**config.mk**
```make
export PLATFORM = sky130hd
export DESIGN_NAME = fetch_core_top
export DESIGN_NICKNAME = d
export VERILOG_FILES = /design/src/source/isa_pkg.sv /design/src/source/track_pkg.sv /design/src/source/commit_notif_if.sv /design/src/source/commit_unit.sv /design/src/source/fetch_core_top.sv /design/src/source/fetch_unit.sv /design/src/source/reorder_buffer.sv /design/src/source/seq_num_gen.sv
export SDC_FILE = /design/constraint.sdc
export NUM_CORES = 2
export LEC_CHECK = 0
export BUFFER_PORTS_ARGS = -buffer_cell sky130_fd_sc_hd__buf_2
export CORE_ASPECT_RATIO = 1.4
export CORE_UTILIZATION = 50
export DETAILED_ROUTE_END_ITERATION = 6
export PLACE_DENSITY = 0.66
export SKIP_LAST_GASP = 1
export SLEW_MARGIN = 20
export SYNTH_ARGS = -nofsm -noshare
export SYNTH_HDL_FRONTEND = slang
export SYNTH_SLANG_ARGS = --single-unit
```
**constraint.sdc**
```tcl
create_clock -name clk -period 7.13 [get_ports clk]
set_clock_uncertainty 0.1 [all_clocks]
set_input_delay 0.713 -clock clk [delete_from_list [all_inputs] [get_ports clk]]
set_output_delay 0.713 -clock clk [all_outputs]
set_load 0.02 [all_outputs]
```
**src/source/isa_pkg.sv**
```systemverilog
// ---------------------------------------------------------------------------
// ISA types
// Architectural widths for PCs, register indices and data words
// ---------------------------------------------------------------------------

`default_nettype none

package isa_pkg;

  // Instruction address
  typedef logic [31:0] pc_t;

  // Register data word
  typedef logic [31:0] word_t;

  // Register file index, 32 registers
  typedef logic [4:0] reg_addr_t;

  // Fixed instruction size, PC step per fetch
  localparam int INST_BYTES = 4;

endpackage

`default_nettype wire

```
**src/source/track_pkg.sv**
```systemverilog
// ---------------------------------------------------------------------------
// Instruction tracking types
// Sequence number tags and the executed result packet
// ---------------------------------------------------------------------------

`default_nettype none

package track_pkg;

  import isa_pkg::*;

  // Tag width, 32 tags with at most 31 in flight
  localparam int SEQ_NUM_BITS = 5;

  // Number of tags, also the reorder buffer depth
  localparam int NUM_SEQ_NUMS = 2 ** SEQ_NUM_BITS;

  typedef logic [SEQ_NUM_BITS-1:0] seq_num_t;

  // Result returned by execution, 38 bits
  typedef struct packed {
    reg_addr_t waddr;
    word_t     wdata;
    logic      wen;
  } result_pkt_t;

endpackage

`default_nettype wire

```
**src/source/commit_notif_if.sv**
```systemverilog
// ---------------------------------------------------------------------------
// Commit notification
// One in-order commit per cycle, consumed when valid, no ready
// ---------------------------------------------------------------------------

`timescale 1ns/1ps
`default_nettype none

interface commit_notif_if
  import isa_pkg::*;
  import track_pkg::*;
();

  logic      val;
  seq_num_t  seq_num;
  pc_t       pc;
  reg_addr_t waddr;
  word_t     wdata;
  logic      wen;

  // Commit unit side
  modport pub (output val, seq_num, pc, waddr, wdata, wen);

  // Listener side, e.g. the tag allocator
  modport sub (input val, seq_num, pc, waddr, wdata, wen);

endinterface

`default_nettype wire

```
**src/source/commit_unit.sv**
```systemverilog
// ---------------------------------------------------------------------------
// Commit unit
// Retires ROB entries strictly in tag order, one per cycle, and
// publishes each commit
// ---------------------------------------------------------------------------

`timescale 1ns/1ps
`default_nettype none

module commit_unit
  import isa_pkg::*;
  import track_pkg::*;
(
  input  wire logic        clk,
  input  wire logic        rst,

  // ROB head
  output seq_num_t         head_seq_num,
  input  wire logic        head_done,
  input  wire pc_t         head_pc,
  input  wire result_pkt_t head_res,
  output logic             retire_en,

  // Commit notification out
  commit_notif_if.pub      commit
);

  // Oldest uncommitted tag
  seq_num_t commit_ptr_q;

  assign head_seq_num = commit_ptr_q;

  // Commit as soon as the oldest entry is done
  assign retire_en = head_done;

  assign commit.val     = head_done;
  assign commit.seq_num = commit_ptr_q;
  assign commit.pc      = head_pc;
  assign commit.waddr   = head_res.waddr;
  assign commit.wdata   = head_res.wdata;
  assign commit.wen     = head_res.wen;

  always_ff @(posedge clk) begin
    if (rst) begin
      commit_ptr_q <= '0;
    end else if (retire_en) begin
      commit_ptr_q <= commit_ptr_q + seq_num_t'(1);
    end
  end

endmodule

`default_nettype wire

```
**src/source/fetch_core_top.sv**
```systemverilog
// ---------------------------------------------------------------------------
// Fetch core top level
// Tag allocator, fetch, reorder buffer and commit, with plain ports
// ---------------------------------------------------------------------------

`timescale 1ns/1ps
`default_nettype none

module fetch_core_top
  import isa_pkg::*;
  import track_pkg::*;
#(
  parameter pc_t p_reset_pc      = '0,
  parameter int  p_reclaim_width = 2
) (
  input  wire logic      clk,
  input  wire logic      rst,

  // Instruction issue
  output logic           inst_val,
  input  wire logic      inst_rdy,
  output pc_t            inst_pc,
  output seq_num_t       inst_seq_num,

  // Results, always accepted
  input  wire logic      res_val,
  input  wire seq_num_t  res_seq_num,
  input  wire reg_addr_t res_waddr,
  input  wire word_t     res_wdata,
  input  wire logic      res_wen,

  // In-order commits
  output logic           commit_val,
  output seq_num_t       commit_seq_num,
  output pc_t            commit_pc,
  output reg_addr_t      commit_waddr,
  output word_t          commit_wdata,
  output logic           commit_wen
);

  // Allocation handshake
  logic        alloc_val;
  seq_num_t    alloc_seq_num;
  logic        alloc_rdy;

  // Issue into the ROB
  logic        issue_en;
  seq_num_t    issue_seq_num;
  pc_t         issue_pc;

  // ROB head to commit
  seq_num_t    head_seq_num;
  logic        head_done;
  pc_t         head_pc;
  result_pkt_t head_res;
  logic        retire_en;

  result_pkt_t res_pkt;

  commit_notif_if commit_if ();

  assign res_pkt = '{waddr: res_waddr, wdata: res_wdata, wen: res_wen};

  seq_num_gen #(
    .p_reclaim_width (p_reclaim_width)
  ) u_seq_num_gen (
    .clk           (clk),
    .rst           (rst),
    .alloc_val     (alloc_val),
    .alloc_seq_num (alloc_seq_num),
    .alloc_rdy     (alloc_rdy),
    .commit        (commit_if.sub)
  );

  fetch_unit #(
    .p_reset_pc (p_reset_pc)
  ) u_fetch_unit (
    .clk           (clk),
    .rst           (rst),
    .alloc_val     (alloc_val),
    .alloc_seq_num (alloc_seq_num),
    .alloc_rdy     (alloc_rdy),
    .inst_val      (inst_val),
    .inst_pc       (inst_pc),
    .inst_seq_num  (inst_seq_num),
    .inst_rdy      (inst_rdy),
    .issue_en      (issue_en),
    .issue_seq_num (issue_seq_num),
    .issue_pc      (issue_pc)
  );

  reorder_buffer u_reorder_buffer (
    .clk           (clk),
    .rst           (rst),
    .issue_en      (issue_en),
    .issue_seq_num (issue_seq_num),
    .issue_pc      (issue_pc),
    .res_val       (res_val),
    .res_seq_num   (res_seq_num),
    .res           (res_pkt),
    .head_seq_num  (head_seq_num),
    .head_done     (head_done),
    .head_pc       (head_pc),
    .head_res      (head_res),
    .retire_en     (retire_en)
  );

  commit_unit u_commit_unit (
    .clk          (clk),
    .rst          (rst),
    .head_seq_num (head_seq_num),
    .head_done    (head_done),
    .head_pc      (head_pc),
    .head_res     (head_res),
    .retire_en    (retire_en),
    .commit       (commit_if.pub)
  );

  // Commit group out as plain ports
  assign commit_val     = commit_if.val;
  assign commit_seq_num = commit_if.seq_num;
  assign commit_pc      = commit_if.pc;
  assign commit_waddr   = commit_if.waddr;
  assign commit_wdata   = commit_if.wdata;
  assign commit_wen     = commit_if.wen;

endmodule

`default_nettype wire

```
**src/source/fetch_unit.sv**
```systemverilog
// ---------------------------------------------------------------------------
// Fetch unit
// Steps the PC, pairs it with a tag and records each issue in the ROB
// ---------------------------------------------------------------------------

`timescale 1ns/1ps
`default_nettype none

module fetch_unit
  import isa_pkg::*;
  import track_pkg::*;
#(
  parameter pc_t p_reset_pc = '0
) (
  input  wire logic     clk,
  input  wire logic     rst,

  // Tag offered by the allocator
  input  wire logic     alloc_val,
  input  wire seq_num_t alloc_seq_num,
  output logic          alloc_rdy,

  // Issue stream out of the core
  output logic          inst_val,
  output pc_t           inst_pc,
  output seq_num_t      inst_seq_num,
  input  wire logic     inst_rdy,

  // ROB write on issue
  output logic          issue_en,
  output seq_num_t      issue_seq_num,
  output pc_t           issue_pc
);

  pc_t  pc_q;
  logic xfer;

  // Valid follows the allocator with no added latency
  assign inst_val     = alloc_val;
  assign inst_pc      = pc_q;
  assign inst_seq_num = alloc_seq_num;
  assign alloc_rdy    = inst_rdy;
  assign xfer         = alloc_val && inst_rdy;

  // Record the pair in the ROB at the transfer edge
  assign issue_en      = xfer;
  assign issue_seq_num = alloc_seq_num;
  assign issue_pc      = pc_q;

  always_ff @(posedge clk) begin
    if (rst) begin
      pc_q <= p_reset_pc;
    end else if (xfer) begin
      pc_q <= pc_q + pc_t'(INST_BYTES);
    end
  end

  // Allocator keeps offering the same tag while issue is stalled
  a_stall_hold: assert property (
    @(posedge clk) disable iff (rst)
    (inst_val && !inst_rdy) |=> $stable(inst_seq_num)
  );

endmodule

`default_nettype wire

```
**src/source/reorder_buffer.sv**
```systemverilog
// ---------------------------------------------------------------------------
// Reorder buffer
// One entry per tag with PC, result and pending and done flags;
// results arrive in any order, the head is read for commit
// ---------------------------------------------------------------------------

`timescale 1ns/1ps
`default_nettype none

module reorder_buffer
  import isa_pkg::*;
  import track_pkg::*;
(
  input  wire logic        clk,
  input  wire logic        rst,

  // Issue from fetch
  input  wire logic        issue_en,
  input  wire seq_num_t    issue_seq_num,
  input  wire pc_t         issue_pc,

  // Results from execution, any order
  input  wire logic        res_val,
  input  wire seq_num_t    res_seq_num,
  input  wire result_pkt_t res,

  // Head read for commit
  input  wire seq_num_t    head_seq_num,
  output logic             head_done,
  output pc_t              head_pc,
  output result_pkt_t      head_res,
  input  wire logic        retire_en
);

  // -------------------------------------------------------------------------
  // Entry storage
  // -------------------------------------------------------------------------

  // Control flags
  logic [NUM_SEQ_NUMS-1:0] pending_q;
  logic [NUM_SEQ_NUMS-1:0] done_q;

  // Payload
  pc_t         pc_mem  [NUM_SEQ_NUMS];
  result_pkt_t res_mem [NUM_SEQ_NUMS];

  always_ff @(posedge clk) begin
    if (rst) begin
      pending_q <= '0;
      done_q    <= '0;
    end else begin
      // Retire, issue and result never hit the same entry in one cycle
      if (retire_en) begin
        pending_q[head_seq_num] <= 1'b0;
        done_q[head_seq_num]    <= 1'b0;
      end
      if (issue_en) begin
        pending_q[issue_seq_num] <= 1'b1;
      end
      if (res_val) begin
        done_q[res_seq_num] <= 1'b1;
      end
    end
  end

  always_ff @(posedge clk) begin
    if (issue_en) begin
      pc_mem[issue_seq_num] <= issue_pc;
    end
    if (res_val) begin
      res_mem[res_seq_num] <= res;
    end
  end

  // Head entry, combinational read
  assign head_done = done_q[head_seq_num];
  assign head_pc   = pc_mem[head_seq_num];
  assign head_res  = res_mem[head_seq_num];

  // -------------------------------------------------------------------------
  // Checks
  // -------------------------------------------------------------------------

  // Results only for issued, still unfinished entries
  a_res_pending: assert property (
    @(posedge clk) disable iff (rst)
    res_val |-> (pending_q[res_seq_num] && !done_q[res_seq_num])
  );

  // Allocator never reuses a live tag
  a_issue_free: assert property (
    @(posedge clk) disable iff (rst)
    issue_en |-> !pending_q[issue_seq_num]
  );

endmodule

`default_nettype wire

```
**src/source/seq_num_gen.sv**
```systemverilog
// ---------------------------------------------------------------------------
// Sequence number generator
// Hands out tags in order, frees them on commit notifications and
// reclaims freed tags at the tail, a few per cycle
// ---------------------------------------------------------------------------

`timescale 1ns/1ps
`default_nettype none

module seq_num_gen
  import track_pkg::*;
#(
  parameter int p_reclaim_width = 2
) (
  input  wire logic     clk,
  input  wire logic     rst,

  // Allocation handshake
  output logic          alloc_val,
  output seq_num_t      alloc_seq_num,
  input  wire logic     alloc_rdy,

  // Commits free tags
  commit_notif_if.sub   commit
);

  // -------------------------------------------------------------------------
  // Tag state
  // -------------------------------------------------------------------------

  // One bit per tag, set while the tag is live
  logic [NUM_SEQ_NUMS-1:0] alloc_q;

  // Next tag to hand out
  seq_num_t head_q;
  // Oldest tag not yet reclaimed
  seq_num_t tail_q;

  logic     alloc_xfer;
  seq_num_t in_use;
  seq_num_t reclaim_cnt;

  // Full when head sits one behind tail
  assign alloc_val     = (head_q + seq_num_t'(1)) != tail_q;
  assign alloc_seq_num = head_q;
  assign alloc_xfer    = alloc_val && alloc_rdy;

  // Tags between tail and head
  assign in_use = head_q - tail_q;

  always_ff @(posedge clk) begin
    if (rst) begin
      alloc_q <= '0;
      head_q  <= '0;
    end else begin
      if (alloc_xfer) begin
        alloc_q[head_q] <= 1'b1;
        head_q          <= head_q + seq_num_t'(1);
      end
      // Commit frees its tag at the commit edge
      if (commit.val) begin
        alloc_q[commit.seq_num] <= 1'b0;
      end
    end
  end

  // -------------------------------------------------------------------------
  // Tail reclaim
  // -------------------------------------------------------------------------

  // Longest run of freed tags from the tail, capped at the reclaim width
  always_comb begin
    seq_num_t idx;
    logic     run_open;
    reclaim_cnt = '0;
    run_open    = 1'b1;
    for (int i = 0; i < p_reclaim_width; i++) begin
      idx = tail_q + seq_num_t'(i);
      // Only tags inside the live range count
      if (run_open && !alloc_q[idx] && (seq_num_t'(i) < in_use)) begin
        reclaim_cnt = seq_num_t'(i + 1);
      end else begin
        run_open = 1'b0;
      end
    end
  end

  always_ff @(posedge clk) begin
    if (rst) begin
      tail_q <= '0;
    end else begin
      tail_q <= tail_q + reclaim_cnt;
    end
  end

  // Commit unit only ever retires a tag handed out here
  a_commit_allocated: assert property (
    @(posedge clk) disable iff (rst)
    commit.val |-> alloc_q[commit.seq_num]
  );

endmodule

`default_nettype wire

```
# Word-level counts from Yosys, hierarchy flattened
# Memory sizes are Yosys's and may differ from the RTL's. A register that Yosys moved wholly into a read port is not among the register bits.
# Index checks and enable logic that the tools add are counted.
[totals] mem_bits_rw=2240 regBits=111 output_inout_bits=114 word_cells=68 n_memories=2
[memory_table] name="u_reorder_buffer.res_mem" depth=32 word_bits=38 read_ports=1 rd_ports_with_merged_regs=1 wr=1 line="reorder_buffer.sv:45" text="result_pkt_t res_mem [NUM_SEQ_NUMS];"
[memory_table] name="u_reorder_buffer.pc_mem" depth=32 word_bits=32 read_ports=1 rd_ports_with_merged_regs=1 wr=1 line="reorder_buffer.sv:44" text="pc_t pc_mem [NUM_SEQ_NUMS];"
[op_classes] bitwise_logic=5 n_eq_ne=1 addsub=6 mux=29 n_reduce_logical=9 order_cmp=10
[ops] operator="two-way mux 32 bit" count=6
[ops] operator="bitwise AND 32 bit" count=2
[ops] operator="bitwise OR 32 bit" count=2
[ops] operator="adder 32 x 3 -> 32 bit (second input constant)" count=1
[ops] operator="NOT 32 bit" count=1
[ops] operator="< comparator 5 x 6 -> 1 bit (second input constant)" count=5
[ops] operator="two-way mux 5 bit" count=4
[ops] operator="adder 5 x 1 -> 5 bit (second input constant)" count=3
[ops] operator="binary-select mux 1 bit (select 5 bit)" count=3
[ops] operator="demux 1 bit (select 5 bit)" count=3
[ops] operator="greater-or-equal comparator 5 x 1 -> 1 bit (second input constant)" count=3
[ops] operator="two-way mux 1 bit" count=12
[ops] operator="< comparator 1 x 5 -> 1 bit (first input constant)" count=2
[ops] operator="logical AND 1 bit" count=7
[ops] operator="adder 5 x 2 -> 5 bit" count=1
[ops] operator="!= test 5 bit" count=1
[ops] operator="subtractor 5 bit" count=1
[ops] operator="logical NOT 1 bit" count=2
[ops] operator="two-way mux 2 bit" count=1

# Depth between registers and ports, before layout
[logic_depth] ltp_word=10 mapped_depth=16 ltp_nobuf=16

# Modules after synthesis
# Synthesis repeated with hierarchy kept, for this count alone.
[hier_totals] hier_cells=5254 hier_area_um2=91813.1
[by_module_without_submodules] mod="reorder_buffer" seq_area_each_um2=67905.1 area_each_um2=86530.5 cells_each=4673 instances=1
[by_module_without_submodules] mod="seq_num_gen" seq_area_each_um2=840.8 area_each_um2=2692.6 cells_each=267 instances=1
[by_module_without_submodules] mod="fetch_unit" seq_area_each_um2=600.6 area_each_um2=1764.2 cells_each=215 instances=1
[by_module_without_submodules] mod="commit_unit" seq_area_each_um2=100.1 area_each_um2=825.8 cells_each=99 instances=1

# Least setup slack after synthesis
# Ideal clock, no wire load.
[synth_timing] kind="flip-flop to flip-flop" from="register u_seq_num_gen.head_q[1], in the netlist u_seq_num_gen.alloc_seq_num[1]" to="memory u_reorder_buffer.pc_mem[20][10] (netlist name) (enable)" path_slack_ns=3.117 t_arrival_ns=3.496 path_stages_with_launch=10 synth_period_minus_slack_ns=4.013 setup_ns=0.417 path_buffers=3 path_cell_list="dfxtp_1 > ha_1 > clkbuf_1 > xnor2_1 > xnor2_1 > o41a_1 > clkbuf_1 > buf_1 > nand2_1 > nor2_1"
[synth_via] elab_chain_len=5
[synth_lines] item="start, declared" line="seq_num_gen.sv:35" text="seq_num_t head_q;"
[synth_lines] item="start signal, assigned" line="seq_num_gen.sv:58" text="head_q <= head_q + seq_num_t'(1);"
[synth_lines] item="adder 5 x 1 -> 5 bit" line="seq_num_gen.sv:44" text="assign alloc_val = (head_q + seq_num_t'(1)) != tail_q;"
[synth_lines] item="!= test 5 bit" line="seq_num_gen.sv:44"
[synth_lines] item="logical AND 1 bit" line="fetch_unit.sv:43" text="assign xfer = alloc_val && inst_rdy;"
[synth_lines] item="two-way mux 1 bit" line="reorder_buffer.sv:67" text="if (issue_en) begin"
[synth_lines] item="two-way mux 1 bit (not written as such)" line="reorder_buffer.sv:68" text="pc_mem[issue_seq_num] <= issue_pc;"
[synth_lines] item="end, declared" line="reorder_buffer.sv:44"
# Parallel ways exist; a longest one is shown, timed or not.

==> metrics.txt <==
slew margin rel.=a little under 20%; CP Max Fanout=~100; layout cells sized above 1=between 30% and 40%; Setup Crit Path Kind=reg2out; Avg WL per Cell=~32 um; initial antenna violation count=22; final period utilization=between 60% and 70%; Power Density=272.4 mW/mm^2; routability cong.=roughly 0.8; fin nets=a little over 4000; Worst-Margin Slew=between 1 and 1.5 ns; Synth top cells by count=edfxtp_1, mux4_2, clkbuf_1; Post-Syn Area=between 0.08 and 0.09 mm^2; outcome=finished, final reports clean; die width=between 300 and 400 um; Worst Path Arrival=a little over 4 ns; vias in the first global route=~42000; post-placement setup slack=roughly 2.6 ns; worst path required time=~6.3 ns; Seq. cell area=approximately 0.068 mm^2; Register-to-Register Setup Slack=roughly 2.8 ns; HP Class=in2reg; first-pass GRT wire length=303.5 mm; cts hold-fix bufs=0; # setup viols final=0; CTS max path bufs=3; CP Capture Type=output port; RSZ-0062 raised after global routing=no; number of enable flip-flop cells after synthesis=2176; Syn Inst Count=~3800; Vias/cell=~6.3; CTS H-tree depth=4; Detailed Place HPWL=112.8 mm; clk slew on worst S/H paths=~0.060 ns; Yosys Warn Count=0; area of the die=about 0.18 mm^2; top_reg_cell synth=edfxtp_1; MaxCap Viol Count=0; Yosys top cell area share=73.94%; Post CTS Setup Buffer Count=0; count leader, synth=edfxtp_1; DRC Markers=0; Max Clk Rate=204.4 MHz; CP startpoint kind=flop; area of the multi-input gates=about 0.020 mm^2; Leakage=around 29 nW; CTS tree=built; area delta synth->final=12.48%; Hold Fails Final Rpt=0; Sink Count=between 2000 and 2500; First DRT Iteration DRCs=~4700; largest net degree at the start of global routing=~110; I/O Pins=~160; worst r2r src=u_seq_num_gen.tail_q[0]; GRT overflow=0; Final min period=roughly 4.9 ns; Die Y=~500 um; Syn Area/Cell=23.13 um^2; post-route ant nets=0; VDD IR max=287.1 uV; vias=between 40000 and 50000; area leader, netlist=edfxtp_1; Core Box Area=~0.18 mm^2; ys async rst share=0%; First-pass DRT Iterations=6; Synth area leaders=edfxtp_1, mux4_2, dfxtp_1; Filler cells=about 13000; post-route setup slack=about 2.2 ns; IO buf count=~160; gr usage total=about a quarter; PostCTS Resize Cnt=0; register area share after synthesis=76.52%; placed insts=6184; Final Slew Violations=0; Cell Count, Final, Fillers Out=approximately 6600; TNS Setup=0 ns; final wirelength=about 210 mm; Min Hold Slack=approximately 0.19 ns; crit path to=commit_wdata[27]; CTS Buf Count=just over 200; worst reg2reg path depth=15; Worst-Skew Late Latency=between 0.8 and 0.9 ns; Reg-to-Reg End=u_seq_num_gen.tail_q[4]; synth unique cells=55; PnR Total Power=approximately 27 mW; Starting Density=between 50% and 60%; clock root cell=clkbuf_16; number of synthesized register bits=approximately 2300; Rows=182
-- registers in the layout (all words and copies together), names as in the netlist, named ones only --
register,cells
u_reorder_buffer.done_q,32
u_reorder_buffer.res_mem,1216
u_commit_unit.commit.seq_num,5
u_seq_num_gen.tail_q,5
u_fetch_unit.inst_pc,30
u_seq_num_gen.alloc_q,32
u_reorder_buffer.pc_mem,960
u_seq_num_gen.alloc_seq_num,5
-- placed cells by master (no fill, tap or decap), types with 5 or more instances in the layout --
master      synthesis  layout
nand4_1            11      11
o21ai_0            11      11
and2_1             18      10
xor2_1             10      10
a2111oi_0           5       5
clkbuf_8            0       5
mux4_2            700     700
edfxtp_1         2176    2176
a211oi_1           57      57
nor2_4              0      55
nand3_1            18      18
buf_4               5     113
nor2b_1            22      22
inv_1              24      23
nand3b_1            7       7
xnor2_1            27      27
bufinv_16           0      21
nor3_1             21      21
mux2_2             69      69
nor2_1            128      73
clkbuf_1          164      39
a311oi_1            8       8
nand2_1            38      38
clkinv_1            1      50
dfxtp_4             0       5
buf_12              0      11
and2_2              0       8
buf_2              11     155
ha_1               16      16
a21oi_1            47      47
clkbuf_16           0     207
or3_1              12      12
inv_6               0       5
clkinv_2            0      35
dfxtp_1           114     105
clkinvlp_4          0       8
nor4_1             15      15
-- worst min-delay path by stage --
stage | endpoint | startpoint | depth (start not counted) | slack (ns)
2_1_floorplan | u_reorder_buffer.done_q[19] | u_reorder_buffer.done_q[19] | 2 | 0.37
3_3_place_gp | u_reorder_buffer.done_q[17] | u_reorder_buffer.done_q[17] | 2 | 0.38
3_5_place_dp | u_reorder_buffer.done_q[15] | u_reorder_buffer.done_q[15] | 2 | 0.39
4_1_cts | u_reorder_buffer.done_q[20] | rst | 2 | 0.11
5_1_grt | u_reorder_buffer.done_q[20] | rst | 2 | 0.18
6_report | u_reorder_buffer.done_q[20] | rst | 2 | 0.19
-- cells by family (layout without fill, tap and decap cells) --
group                      after synthesis  in the layout  share of synthesized area, %
DFF                                   2290           2290                         76.52
AOI/OAI and AO/OA                      140            140                         1.056
xor gates and xnor gates                37             37                        0.3667
muxes                                  774            774                         18.85
and+or+nand+nor                        316            316                         1.764
buffers and inverters                  244            686                         1.162
other                                    1              7                      0.004244
adders and majority gates               18             18                        0.2718
-- report_power, final --
part | switching (mW) | total (mW) | internal, mW
logic | 0.699 | 1.09 | 0.395
clock network | 4.88 | 11.0 | 6.16
registers | 0.0799 | 14.9 | 14.9
-- per-layer routing --
metal	track usage [%]	up-vias	share of wire, %
met5	0	-	0.036
met4	7.680	12	3.0
met3	4.354	368	6.7
met2	42.10	1630	53
met1	30.77	22230	37
li1	-	16856	-
-- layout make-up --
cell class	count	share of cell area [%]
inverter	25	0.09441
antenna	3	0.007553
multi-input combinational	1289	20.29
sequential	2290	68.06
clock inverter	130	1.341
timing repair buffer	280	1.883
clock buffer	251	5.428
tap	2300	2.895
-- through the flow --
step	instance area (um^2)	utilization, %
global placement	92620	52.75
CTS	99370	56.60
detailed placement	92650	52.77
global route	99390	56.61
floorplan	88380	-
finish	99400	56.61
-- critical path: stages, from the launching register on --
cell and delay (ns):
dfxtp_4 0.78, buf_12 0.65, mux4_2 0.62, mux4_2 0.49
mux2_2 0.33, buf_2 0.18
No activity file was read; power rests on OpenSTA's default activity.
